`src/source/isaPkg.sv`:
```
`default_nettype none

package isaPkg;

    typedef logic [5:0] opcode_t;                   // Instruction bits 31:26
    typedef logic [5:0] funct_t;                    // Instruction bits 5:0

    //////////////////////////////////////////////////////////////////////
    // Opcode field values
    //////////////////////////////////////////////////////////////////////

    localparam opcode_t OpRType = 6'h00;            // Funct picks the operation
    localparam opcode_t OpJ     = 6'h02;
    localparam opcode_t OpJal   = 6'h03;
    localparam opcode_t OpBeq   = 6'h04;
    localparam opcode_t OpBne   = 6'h05;
    localparam opcode_t OpBle   = 6'h06;
    localparam opcode_t OpBgt   = 6'h07;
    localparam opcode_t OpAddi  = 6'h08;
    localparam opcode_t OpAddiu = 6'h09;
    localparam opcode_t OpSlti  = 6'h0a;
    localparam opcode_t OpLui   = 6'h0f;
    localparam opcode_t OpLw    = 6'h23;
    localparam opcode_t OpSw    = 6'h2b;

    // R-type funct values
    localparam funct_t FnJr  = 6'h08;
    localparam funct_t FnAdd = 6'h20;
    localparam funct_t FnSub = 6'h22;
    localparam funct_t FnAnd = 6'h24;
    localparam funct_t FnOr  = 6'h25;
    localparam funct_t FnSlt = 6'h2a;

    //////////////////////////////////////////////////////////////////////
    // One class per supported instruction
    //////////////////////////////////////////////////////////////////////

    typedef enum logic [4:0] {
        ClsAdd,
        ClsSub,
        ClsAnd,
        ClsOr,
        ClsSlt,
        ClsJr,
        ClsAddi,
        ClsAddiu,
        ClsSlti,
        ClsLui,
        ClsBeq,
        ClsBne,
        ClsBle,
        ClsBgt,
        ClsLw,
        ClsSw,
        ClsJ,
        ClsJal,
        ClsInvalid                                  // Anything not listed above
    } instrClass_t;

endpackage

`default_nettype wire

```
`src/source/controlPkg.sv`:
```
`default_nettype none

package controlPkg;

    //////////////////////////////////////////////////////////////////////
    // Controller states
    //////////////////////////////////////////////////////////////////////

    typedef enum logic [4:0] {
        StInit,                                     // Stack pointer load after reset
        StFetch1,
        StFetch2,
        StDecode,
        StAluExec,
        StImmExec,
        StWriteRd,
        StWriteRt,
        StJrExec,
        StSavePc,
        StBranchTarget,
        StCompare,
        StCondPc,
        StAddrCalc,
        StReadMem,                                  // Held for the memory latency
        StLoadWrite,
        StStore,
        StJump,
        StJal,
        StInvalidOp,
        StOverflow,
        StException
    } state_t;

    //////////////////////////////////////////////////////////////////////
    // Datapath control encodings
    //////////////////////////////////////////////////////////////////////

    typedef enum logic [4:0] {
        AluLoad     = 5'b00000,                     // Pass A through
        AluAddOvf   = 5'b00001,                     // Add, flags overflow
        AluSub      = 5'b00010,
        AluAnd      = 5'b00011,
        AluOr       = 5'b01000,
        AluCmp      = 5'b00111,                     // Set on less than
        AluAddNoOvf = 5'b01011,
        AluLui      = 5'b10010,                     // Immediate to upper half
        AluEq       = 5'b01111,
        AluNe       = 5'b01110,
        AluLe       = 5'b10000,
        AluGt       = 5'b10001
    } aluOp_t;

    typedef enum logic [1:0] {
        SrcBReg       = 2'd0,
        SrcBFour      = 2'd1,
        SrcBImm       = 2'd2,
        SrcBBranchOff = 2'd3                        // Sign extended and shifted by 2
    } aluSrcB_t;

    typedef enum logic [1:0] {
        DestRt = 2'd0,
        DestRd = 2'd1,
        DestRa = 2'd2,
        DestSp = 2'd3
    } regDest_t;

    typedef enum logic [2:0] {
        WbAlu       = 3'd0,
        WbMem       = 3'd1,
        WbStackInit = 3'd2,                         // Initial stack pointer constant
        WbExcVector = 3'd3,
        WbPc        = 3'd4
    } memToReg_t;

    typedef enum logic [1:0] {
        PcJumpTarget = 2'd0,
        PcAluOut     = 2'd1,                        // Registered ALU result
        PcAluResult  = 2'd2,                        // Live ALU result
        PcExcVector  = 2'd3
    } pcSource_t;

    typedef enum logic [1:0] {
        ExcNone     = 2'd0,
        ExcInvalid  = 2'd1,
        ExcOverflow = 2'd2
    } excCause_t;

endpackage

`default_nettype wire

```
`src/source/instrDecoder.sv`:
```
`timescale 1ns/1ps
`default_nettype none

module instrDecoder (
    input  wire isaPkg::opcode_t    opcode,
    input  wire isaPkg::funct_t     funct,
    output isaPkg::instrClass_t     instrClass
);

    import isaPkg::*;

    always_comb
    begin
        case (opcode)
            OpRType:
            begin
                case (funct)                        // Funct only matters for R-type
                    FnAdd:   instrClass = ClsAdd;
                    FnSub:   instrClass = ClsSub;
                    FnAnd:   instrClass = ClsAnd;
                    FnOr:    instrClass = ClsOr;
                    FnSlt:   instrClass = ClsSlt;
                    FnJr:    instrClass = ClsJr;
                    default: instrClass = ClsInvalid;
                endcase
            end

            // Immediate arithmetic
            OpAddi:  instrClass = ClsAddi;
            OpAddiu: instrClass = ClsAddiu;
            OpSlti:  instrClass = ClsSlti;
            OpLui:   instrClass = ClsLui;

            // Branches
            OpBeq:   instrClass = ClsBeq;
            OpBne:   instrClass = ClsBne;
            OpBle:   instrClass = ClsBle;
            OpBgt:   instrClass = ClsBgt;

            // Word memory access
            OpLw:    instrClass = ClsLw;
            OpSw:    instrClass = ClsSw;

            OpJ:     instrClass = ClsJ;
            OpJal:   instrClass = ClsJal;
            default: instrClass = ClsInvalid;       // Raises the invalid opcode exception
        endcase
    end

endmodule

`default_nettype wire

```
`src/source/waitTimer.sv`:
```
`timescale 1ns/1ps
`default_nettype none

module waitTimer #(
    parameter int WaitCycles = 2                    // At least 1
) (
    input  wire logic clk,
    input  wire logic reset,
    input  wire logic waitHold,
    output logic      waitDone
);

    localparam int CountWidth = (WaitCycles > 1) ? $clog2(WaitCycles) : 1;
    localparam logic [CountWidth-1:0] LastCount = CountWidth'(WaitCycles - 1);

    logic [CountWidth-1:0] count;

    // Last cycle of the wait
    assign waitDone = waitHold && (count == LastCount);

    always_ff @(posedge clk)
    begin
        if (reset || !waitHold || waitDone)
        begin
            count <= '0;                            // Idle or wait finished
        end
        else
        begin
            count <= count + 1'b1;
        end
    end

endmodule

`default_nettype wire

```
`src/source/controlSequencer.sv`:
```
`timescale 1ns/1ps
`default_nettype none

module controlSequencer (
    input  wire logic                clk,
    input  wire logic                reset,
    input  wire isaPkg::instrClass_t instrClass,
    input  wire logic                overflow,
    input  wire logic                waitDone,
    output logic                     waitHold,
    output controlPkg::state_t       state
);

    import isaPkg::*;
    import controlPkg::*;

    state_t stateNext;

    // Startup and memory read are timed by the wait timer
    assign waitHold = (state == StInit) || (state == StReadMem);

    //////////////////////////////////////////////////////////////////////
    // Next state
    //////////////////////////////////////////////////////////////////////

    always_comb
    begin
        stateNext = state;
        case (state)
            StInit:
            begin
                if (waitDone)
                begin
                    stateNext = StFetch1;
                end
            end
            StFetch1: stateNext = StFetch2;
            StFetch2: stateNext = StDecode;

            StDecode:
            begin
                case (instrClass)
                    ClsAdd, ClsSub, ClsAnd, ClsOr, ClsSlt:
                        stateNext = StAluExec;
                    ClsAddi, ClsAddiu, ClsSlti, ClsLui:
                        stateNext = StImmExec;
                    ClsBeq, ClsBne, ClsBle, ClsBgt:
                        stateNext = StBranchTarget;
                    ClsLw, ClsSw:
                        stateNext = StAddrCalc;
                    ClsJr:   stateNext = StJrExec;
                    ClsJ:    stateNext = StJump;
                    ClsJal:  stateNext = StJal;
                    default: stateNext = StInvalidOp;
                endcase
            end

            StAluExec:      stateNext = StWriteRd;
            StImmExec:      stateNext = StWriteRt;
            StJrExec:       stateNext = StSavePc;
            StBranchTarget: stateNext = StCompare;
            StCompare:      stateNext = StCondPc;

            StAddrCalc:
            begin
                if (instrClass == ClsLw)
                begin
                    stateNext = StReadMem;
                end
                else
                begin
                    stateNext = StStore;
                end
            end
            StReadMem:
            begin
                if (waitDone)
                begin
                    stateNext = StLoadWrite;        // Read data valid now
                end
            end

            StInvalidOp, StOverflow: stateNext = StException;

            // Last state of every instruction
            default: stateNext = StFetch1;
        endcase

        // Overflow wins over any other transition
        if (overflow && (state != StInit) && (state != StOverflow))
        begin
            stateNext = StOverflow;
        end
    end

    always_ff @(posedge clk)
    begin
        if (reset)
        begin
            state <= StInit;
        end
        else
        begin
            state <= stateNext;
        end
    end

endmodule

`default_nettype wire

```
`src/source/controlOutputs.sv`:
```
`timescale 1ns/1ps
`default_nettype none

module controlOutputs (
    input  wire controlPkg::state_t   state,
    input  wire isaPkg::instrClass_t  instrClass,
    output logic                      pcWrite,
    output logic                      pcWriteCond,
    output logic                      iOrD,
    output logic                      irWrite,
    output logic                      memWrite,
    output logic                      regWrite,
    output logic                      epcWrite,
    output logic                      aluSrcA,
    output controlPkg::aluSrcB_t      aluSrcB,
    output controlPkg::aluOp_t        aluOp,
    output controlPkg::regDest_t      regDest,
    output controlPkg::memToReg_t     memToReg,
    output controlPkg::pcSource_t     pcSource,
    output controlPkg::excCause_t     excCause
);

    import isaPkg::*;
    import controlPkg::*;

    aluOp_t regOp;                                  // R-type execute
    aluOp_t immOp;                                  // I-type execute
    aluOp_t cmpOp;                                  // Branch compare

    always_comb
    begin
        case (instrClass)
            ClsSub:  regOp = AluSub;
            ClsAnd:  regOp = AluAnd;
            ClsOr:   regOp = AluOr;
            ClsSlt:  regOp = AluCmp;
            default: regOp = AluAddOvf;
        endcase
        case (instrClass)
            ClsAddiu: immOp = AluAddNoOvf;
            ClsSlti:  immOp = AluCmp;
            ClsLui:   immOp = AluLui;
            default:  immOp = AluAddOvf;
        endcase
        case (instrClass)
            ClsBne:  cmpOp = AluNe;
            ClsBle:  cmpOp = AluLe;
            ClsBgt:  cmpOp = AluGt;
            default: cmpOp = AluEq;
        endcase
    end

    //////////////////////////////////////////////////////////////////////
    // Per-state control values
    //////////////////////////////////////////////////////////////////////

    always_comb
    begin
        pcWrite     = 1'b0;
        pcWriteCond = 1'b0;
        iOrD        = 1'b0;                         // PC addresses memory
        irWrite     = 1'b0;
        memWrite    = 1'b0;
        regWrite    = 1'b0;
        epcWrite    = 1'b0;
        aluSrcA     = 1'b0;                         // PC as operand A
        aluSrcB     = SrcBReg;
        aluOp       = AluLoad;
        regDest     = DestRt;
        memToReg    = WbAlu;
        pcSource    = PcAluResult;
        excCause    = ExcNone;

        case (state)
            StInit:
            begin
                regWrite = 1'b1;
                regDest  = DestSp;
                memToReg = WbStackInit;
            end
            StFetch2:
            begin
                irWrite  = 1'b1;
                pcWrite  = 1'b1;                    // PC + 4
                aluOp    = AluAddOvf;
                aluSrcB  = SrcBFour;
            end

            // Register and immediate arithmetic
            StAluExec:
            begin
                aluSrcA = 1'b1;
                aluOp   = regOp;
            end
            StImmExec:
            begin
                aluSrcA = 1'b1;
                aluSrcB = SrcBImm;
                aluOp   = immOp;
            end
            StWriteRd:
            begin
                regWrite = 1'b1;
                regDest  = DestRd;
            end
            StWriteRt: regWrite = 1'b1;

            StJrExec:
            begin
                aluSrcA = 1'b1;                     // Rs passes through
                aluOp   = AluLoad;
            end
            StSavePc: pcWrite = 1'b1;

            // Branches
            StBranchTarget:
            begin
                aluSrcB = SrcBBranchOff;
                aluOp   = AluAddNoOvf;
            end
            StCompare:
            begin
                aluSrcA = 1'b1;
                aluOp   = cmpOp;
            end
            StCondPc:
            begin
                pcWriteCond = 1'b1;
                pcSource    = PcAluOut;             // Target from StBranchTarget
            end

            // Memory access
            StAddrCalc:
            begin
                aluSrcA = 1'b1;
                aluSrcB = SrcBImm;
                aluOp   = AluAddNoOvf;
            end
            StReadMem: iOrD = 1'b1;
            StLoadWrite:
            begin
                regWrite = 1'b1;
                memToReg = WbMem;
            end
            StStore:
            begin
                iOrD     = 1'b1;
                memWrite = 1'b1;
            end

            StJump:
            begin
                pcWrite  = 1'b1;
                pcSource = PcJumpTarget;
            end
            StJal:
            begin
                pcWrite  = 1'b1;
                pcSource = PcJumpTarget;
                regWrite = 1'b1;                    // Return address to ra
                regDest  = DestRa;
                memToReg = WbPc;
            end

            // Exceptions
            StInvalidOp:
            begin
                epcWrite = 1'b1;
                excCause = ExcInvalid;
            end
            StOverflow:
            begin
                epcWrite = 1'b1;
                excCause = ExcOverflow;
            end
            StException:
            begin
                pcWrite  = 1'b1;
                pcSource = PcExcVector;
                regWrite = 1'b1;
                regDest  = DestRa;
                memToReg = WbExcVector;
            end
            default: ;                              // Fetch1 and decode keep defaults
        endcase
    end

endmodule

`default_nettype wire

```
`src/source/controlUnit.sv`:
```
`timescale 1ns/1ps
`default_nettype none

module controlUnit #(
    parameter int MemWaitCycles = 2                 // Memory read latency
) (
    input  wire logic               clk,
    input  wire logic               reset,
    input  wire isaPkg::opcode_t    opcode,
    input  wire isaPkg::funct_t     funct,
    input  wire logic               overflow,
    output logic                    pcWrite,
    output logic                    pcWriteCond,
    output logic                    iOrD,
    output logic                    irWrite,
    output logic                    memWrite,
    output logic                    regWrite,
    output logic                    epcWrite,
    output logic                    aluSrcA,
    output controlPkg::aluSrcB_t    aluSrcB,
    output controlPkg::aluOp_t      aluOp,
    output controlPkg::regDest_t    regDest,
    output controlPkg::memToReg_t   memToReg,
    output controlPkg::pcSource_t   pcSource,
    output controlPkg::excCause_t   excCause
);

    import isaPkg::*;
    import controlPkg::*;

    instrClass_t instrClass;
    state_t      state;
    logic        waitHold;
    logic        waitDone;

    instrDecoder decoder (
        .opcode     (opcode),
        .funct      (funct),
        .instrClass (instrClass)
    );

    waitTimer #(
        .WaitCycles (MemWaitCycles)
    ) timer (
        .clk      (clk),
        .reset    (reset),
        .waitHold (waitHold),
        .waitDone (waitDone)
    );

    controlSequencer sequencer (
        .clk        (clk),
        .reset      (reset),
        .instrClass (instrClass),
        .overflow   (overflow),
        .waitDone   (waitDone),
        .waitHold   (waitHold),
        .state      (state)
    );

    controlOutputs outputs (
        .state       (state),
        .instrClass  (instrClass),                 // Picks the ALU operation
        .pcWrite     (pcWrite),
        .pcWriteCond (pcWriteCond),
        .iOrD        (iOrD),
        .irWrite     (irWrite),
        .memWrite    (memWrite),
        .regWrite    (regWrite),
        .epcWrite    (epcWrite),
        .aluSrcA     (aluSrcA),
        .aluSrcB     (aluSrcB),
        .aluOp       (aluOp),
        .regDest     (regDest),
        .memToReg    (memToReg),
        .pcSource    (pcSource),
        .excCause    (excCause)
    );

endmodule

`default_nettype wire

```
`config.mk`:
```
export PLATFORM = sky130hd
export DESIGN_NAME = controlUnit
export DESIGN_NICKNAME = d
export VERILOG_FILES = /design/src/source/isaPkg.sv /design/src/source/controlPkg.sv /design/src/source/instrDecoder.sv /design/src/source/waitTimer.sv /design/src/source/controlSequencer.sv /design/src/source/controlOutputs.sv /design/src/source/controlUnit.sv
export SDC_FILE = /design/constraint.sdc
export NUM_CORES = 1
export LEC_CHECK = 0
export BUFFER_PORTS_ARGS = -buffer_cell sky130_fd_sc_hd__clkbuf_2
export CORE_UTILIZATION = 35
export CTS_CLUSTER_SIZE = 25
export DETAILED_ROUTE_END_ITERATION = 8
export SYNTH_ARGS = -nofsm -noshare
export SYNTH_HDL_FRONTEND = slang
export SYNTH_SLANG_ARGS = --single-unit
```
`constraint.sdc`:
```
create_clock -name clk -period 5.9 [get_ports clk]
set_input_delay 1.18 -clock clk [delete_from_list [all_inputs] [get_ports clk]]
set_output_delay 1.18 -clock clk [all_outputs]
set_load 0.005 [all_outputs]
```
# [Word-level counts from Yosys, hierarchy flattened]
# Memory sizes are Yosys's and may differ from the RTL's.
# Cells that the tools add are included.
[word_totals] wordCells=106 output_inout_bits=24 mem_count=1 romBits=160 in_bits=15 ff_bits=6
[op_classes] n_addsub=1 eq_ne=55 mux=24 n_reduce_logical=22
[mem_list] name="(name not given)" words=32 width=5 rd=1 rd_clocked_by_memory_dff=0 wr=0 line_no="controlSequencer.sv:42" rtl="case (instrClass)"
[op_table] op="== test 5 x 4 -> 1 bit (second input constant)" count=14
[op_table] op="case mux 5 bit (13 select lines)" count=1
[op_table] op="case mux 5 bit (12 select lines)" count=1
[op_table] op="== test 6 bit (second input constant)" count=7
[op_table] op="== test 5 x 3 -> 1 bit (second input constant)" count=6
[op_table] op="== test 5 bit (second input constant)" count=6
[op_table] op="== test 6 x 4 -> 1 bit (second input constant)" count=5
[op_table] op="case mux 5 bit (3 select lines)" count=2
[op_table] op="case mux 5 bit (6 select lines)" count=1
[op_table] op="case mux 5 bit (5 select lines)" count=1
[op_table] op="== test 6 x 3 -> 1 bit (second input constant)" count=4
[op_table] op="== test 5 x 2 -> 1 bit (second input constant)" count=4
[op_table] op="2-to-1 mux 5 bit" count=4
[op_table] op="case mux 2 bit (3 select lines)" count=3
[op_table] op="case mux 4 bit (4 select lines)" count=1
[op_table] op="OR reduction 2 bit" count=7
[op_table] op="== test 6 x 2 -> 1 bit (second input constant)" count=2
[op_table] op="case mux 3 bit (4 select lines)" count=1
[op_table] op="== test 5 x 1 -> 1 bit (second input constant)" count=2
[op_table] op="OR reduction 5 bit" count=2
[op_table] op="2-to-1 mux 1 bit" count=8
[op_table] op="logical NOT 6 bit" count=1
[op_table] op="!= test 3 bit (second input constant)" count=2
[op_table] op="OR reduction 6 bit" count=1
[op_table] op="other kinds (10)" count=16

# [Longest topological paths before layout]
[depth] ltp_word=7 ltp_mapped=10 mapped_depth_nobuf=9

# [Modules after synthesis]
# From an unflattened synthesis, not the netlist that was laid out.
[hier_totals] cells_unflattened=238 area_unflattened_um2=1707.9
[by_module_without_submodules] module="controlSequencer" n_inst=1 area_each_um2=678.2 seq_area_each_um2=100.1 cells_each=80
[by_module_without_submodules] module="controlOutputs" n_inst=1 area_each_um2=636.9 seq_area_each_um2=0.0 cells_each=100
[by_module_without_submodules] module="instrDecoder" n_inst=1 area_each_um2=352.8 seq_area_each_um2=0.0 cells_each=55
[by_module_without_submodules] module="waitTimer" n_inst=1 area_each_um2=40.0 seq_area_each_um2=20.0 cells_each=3

# [Worst setup path before layout]
# OpenSTA, ideal clock, no wires.
[synth_path] path_kind="input -> output" from="input port funct[0]" to="output port aluOp[1]" required_time_ns=4.720 t_arrival_ns=2.671 path_buffers=0 stages=6 setup_slack_ns=2.049 cell_sequence="or4b_1 a21oi_1 a31oi_1 o31a_2 xnor2_1 a221o_1"
[synth_via] elab_chain_cells=6 word_cells_on_any_way=22 classes_between="eq/ne (16); mux (6)"
[synth_rtl] item="from (decl)" line_no="controlUnit.sv:10" rtl="input wire isaPkg::funct_t funct,"
[synth_rtl] item="== test 6 x 4 -> 1 bit or == test 6 bit (tied branches)" line_no="instrDecoder.sv:17" rtl="case (funct)"
[synth_rtl] item="case mux 5 bit (6 select lines) *" line_no="instrDecoder.sv:17"
[synth_rtl] item="case mux 5 bit (13 select lines) *" line_no="instrDecoder.sv:14" rtl="case (opcode)"
[synth_rtl] item="== test 5 x 3 -> 1 bit (tied with other cells)" line_no="controlOutputs.sv:32" rtl="case (instrClass)"
[synth_rtl] item="case mux 4 bit (4 select lines) (tied with other cells)" line_no="controlOutputs.sv:32"
[synth_rtl] item="case mux 5 bit (5 select lines) *" line_no="controlOutputs.sv:74" rtl="case (state)"
[synth_rtl] item="to (decl)" line_no="controlUnit.sv:21" rtl="output controlPkg::aluOp_t aluOp,"
# Every way passes the cells marked *; elsewhere a longest branch is shown, timed or not.

# [Worst setup path after layout]
[layout_path] from="input port opcode[2]" to="output port aluOp[1]"
[layout_via] elab_chain_cells=5 word_cells_on_any_way=28 classes_between="eq/ne (22); mux (5); reduce/logical (1)"
[layout_rtl] item="from (decl)" line_no="controlUnit.sv:9" rtl="input wire isaPkg::opcode_t opcode,"
[layout_rtl] item="== test 6 x 2 -> 1 bit (tied with other cells)" line_no="instrDecoder.sv:14"
[layout_rtl] item="case mux 5 bit (13 select lines) *" line_no="instrDecoder.sv:14"
[layout_rtl] item="== test 5 x 3 -> 1 bit (tied with other cells)" line_no="controlOutputs.sv:32"
[layout_rtl] item="case mux 4 bit (4 select lines) (tied with other cells)" line_no="controlOutputs.sv:32"
[layout_rtl] item="case mux 5 bit (5 select lines) *" line_no="controlOutputs.sv:74"
# Marked as above.

==> results.py <==
metrics = {
    "detailed_routing": {
        "drc": 0,
        "vias": 1838,
        "drt_first_iter_violations": 293,
        "wl_per_cell_um": 14.4,
        "dr.pass1.iters": 4,
        "final_antenna_net_count": 0,
        "via_per_inst": 5.93,
        "drt-total-wl_um": 4450,
    },
    "min_path": {
        "hold_path_class": "flop to flop",
    },
    "power": {
        "clkPwrFrac": 0.116,
        "p_int_uw": 244,
        "p_sw_frac": 0.516,
        "comb_power_share": 0.654,
        "vdd_drop_max_uv": 81.1,
        "leakagePower_nw": 0.660,
        "seq_power_share": 0.229,
        "power_density_nw_per_um2": 293,
        "p_switching_uw": 259,
    },
    "sta": {
        "min_period_over_period": 0.730,
        "rsz0062_at_grt": "false",
        "setup_viol": 0,
        "timing.setup.tns_ns": 0,
        "hold_violations": 0,
        "clock-skew-final_ns": 0.00203,
        "slew_viol_final": 0,
        "worst_pin_slew_ns": 0.864,
        "slew_headroom": 0.423,
        "timing.fmax_ghz": 0.232,
        "min_period_ns": 4.30,
        "fin_ws_ns": 1.60,
    },
    "yosys": {
        "syn_nets": 254,
        "syn_area_sq_um": 1530,
        "synth.distinct_cells": 62,
        "syn_area_per_cell_sq_um": 6.44,
        "async_flop_share": 0,
        "ys.flop_type": "dfxtp_1",
        "ys_warn_count": 0,
        "syn_inst": 237,
        "synth_seq_area_share": 0.0787,
        "synth_seq_cells": 6,
        "synth_edf_count": 0,
    },
    "floorplan": {
        "start_util": 0.374,
        "dieArea_sq_um": 4630,
        "fp.dieH_um": 68.0,
        "core-area_sq_um": 4090,
        "num_rows": 23,
        "die_x_um": 68.0,
        "pin_count": 39,
    },
    "grt": {
        "grt_pass1_vias": 1625,
        "grt_use_total": 0.201,
        "antenna_found_initial": 0,
        "grt_max_degree": 27,
        "grt_pass1_wl_um": 7450,
        "gr-total-overflow": 0,
    },
    "cells_and_area": {
        "syn2layout_area_growth_pct": 12.6,
        "layout-drive-gt1-share": 0.204,
        "final_cell_mix": "38 x clkbuf_2, 30 x nor2_1, 18 x nand2_1, 17 x a21oi_1, 15 x o21ai_0",
        "diodes": 0,
        "fin_nets": 279,
        "layout_commonest_cell": "clkbuf_2",
    },
    "clocking": {
        "cts_buffers": 3,
        "ctsRootBufferMaster": "clkbuf_8",
        "clkLatencyLatePin_ns": 0.22,
        "cts_setup_buffers": 0,
        "holdBufCountCts": 0,
        "cts.sinks": 6,
        "cts_max_level": 1,
        "cts.clk_slew.worst_paths_ns": 0.03,
        "cts_tree": "yes",
        "cts_resized": 0,
        "cts.path.max_buffers": 2,
    },
    "setup_path": {
        "criticalPathCategory": "input pin to output pin",
        "critPathLaunchType": "input pin",
        "cp_max_fo": 14,
        "worstSetupEndpointType": "output pin",
        "required_ns": 4.72,
        "cp.arrival_ns": 3.12,
    },
    "place": {
        "dp_hpwl_um": 3380,
        "pre_cts_ws_ns": 1.63,
        "gp_congestion": 0.880,
        "placement.io_buffers": 38,
    },
    "run": {
        "cap_violations": 0,
    },
    "outcome": {
        "status": "complete, no violations",
    },
}
-- worst max-delay path, cell delays in order --
cell,delay [ns]
clkbuf_2,0.19
nand2b_1,0.24
and3_1,0.24
o311ai_4,0.35
nand4_1,0.20
o311ai_0,0.44
a221o_1,0.18
clkbuf_2,0.11
-- routing by layer --
layer | vias to the layer above | wire length (um) | share of wire | global-route usage
met5 | - | 0 | 0 | 0
met4 | 0 | 0 | 0 | 0.0104
met3 | 0 | 251 | 0.056 | 0.0267
met2 | 70 | 2170 | 0.49 | 0.341
met1 | 841 | 2030 | 0.46 | 0.280
li1 | 927 | - | - | -
-- synthesized netlist by cell type, types with 3 or more instances --
cell type	count	area [sq um]
nor2b_1	4	25.0
xnor2_1	6	52.6
or3_1	4	25.0
and3_1	4	25.0
nand2_1	18	67.6
a211oi_1	4	30.0
a21oi_1	17	85.1
xor2_1	4	35.0
nand2b_1	7	43.8
nor3_1	13	65.1
nand3_1	10	50.1
o31a_1	3	26.3
a31oi_1	4	25.0
clkbuf_1	10	37.5
o211ai_1	4	30.0
inv_1	11	41.3
o21ai_0	15	75.1
o22ai_1	3	18.8
nor2_1	30	113
and2_1	3	18.8
buf_2	4	20.0
dfxtp_1	6	120
-- state kept, by name, indices dropped and copies added, names as in the netlist --
| register | cells |
|---|---|
| sequencer.state | 5 |
| timer.count | 1 |
-- power by group through the flow --
stage	clock [mW]	sequential [mW]	combinational [mW]
after floorplan	0	0.0579	0.283
after global placement	0	0.115	0.325
after detailed placement	0	0.115	0.325
after CTS	0.0612	0.114	0.327
after global routing	0.0638	0.122	0.375
final	0.0585	0.115	0.329
-- final timing paths --
kind	slack (ns)	endpoint	depth (start not counted)	from
setup / recovery	1.60	aluOp[1]	8	opcode[2]
hold / removal	0.50	timer.count$_SDFF_PP0_	2	timer.count$_SDFF_PP0_
setup reg to reg	3.73	sequencer.state[2]$_SDFFE_PP0P_	4	sequencer.state[4]$_SDFFE_PP0P_
hold reg to reg	0.50	timer.count$_SDFF_PP0_	2	timer.count$_SDFF_PP0_
-- cell type report --
class	instances	area (sq um)
clock buffer	3	41.3
fill	436	2370
inverter	12	45.0
multi-input combinational	201	1260
sequential	6	120
tap	50	62.6
timing repair buffer	38	190
-- stage by stage --
| stage | instance area, sq um | util | cells | power (mW) | hold WS (ns) |
|---|---|---|---|---|---|
| 5_1_grt | 1720 | 0.421 | 310 | 0.561 | 0.540 |
| 4_1_cts | 1720 | 0.421 | 310 | 0.503 | 0.506 |
| 6_report | 1720 | 0.421 | 310 | 0.503 | 0.503 |
| 3_5_place_dp | 1680 | 0.411 | 307 | 0.440 | 0.501 |
| 2_1_floorplan | 1530 | - | 237 | 0.341 | 0.471 |
| 3_3_place_gp | 1680 | 0.411 | 307 | 0.440 | 0.510 |
-- cells by family (layout without fill, tap and decap cells) --
logic type,Yosys count,count (layout),share of synthesized area
adder cells (fa/ha/maj),2,2,0.0164
multiplexers,1,1,0.00656
XOR/XNOR,10,10,0.0574
buffers and inverters,30,53,0.0959
flip-flops,6,6,0.0787
AO/OA/AOI/OAI,78,78,0.373
AND/OR/NAND/NOR,110,110,0.372
Note: power is estimated with default switching activity, not from simulation.
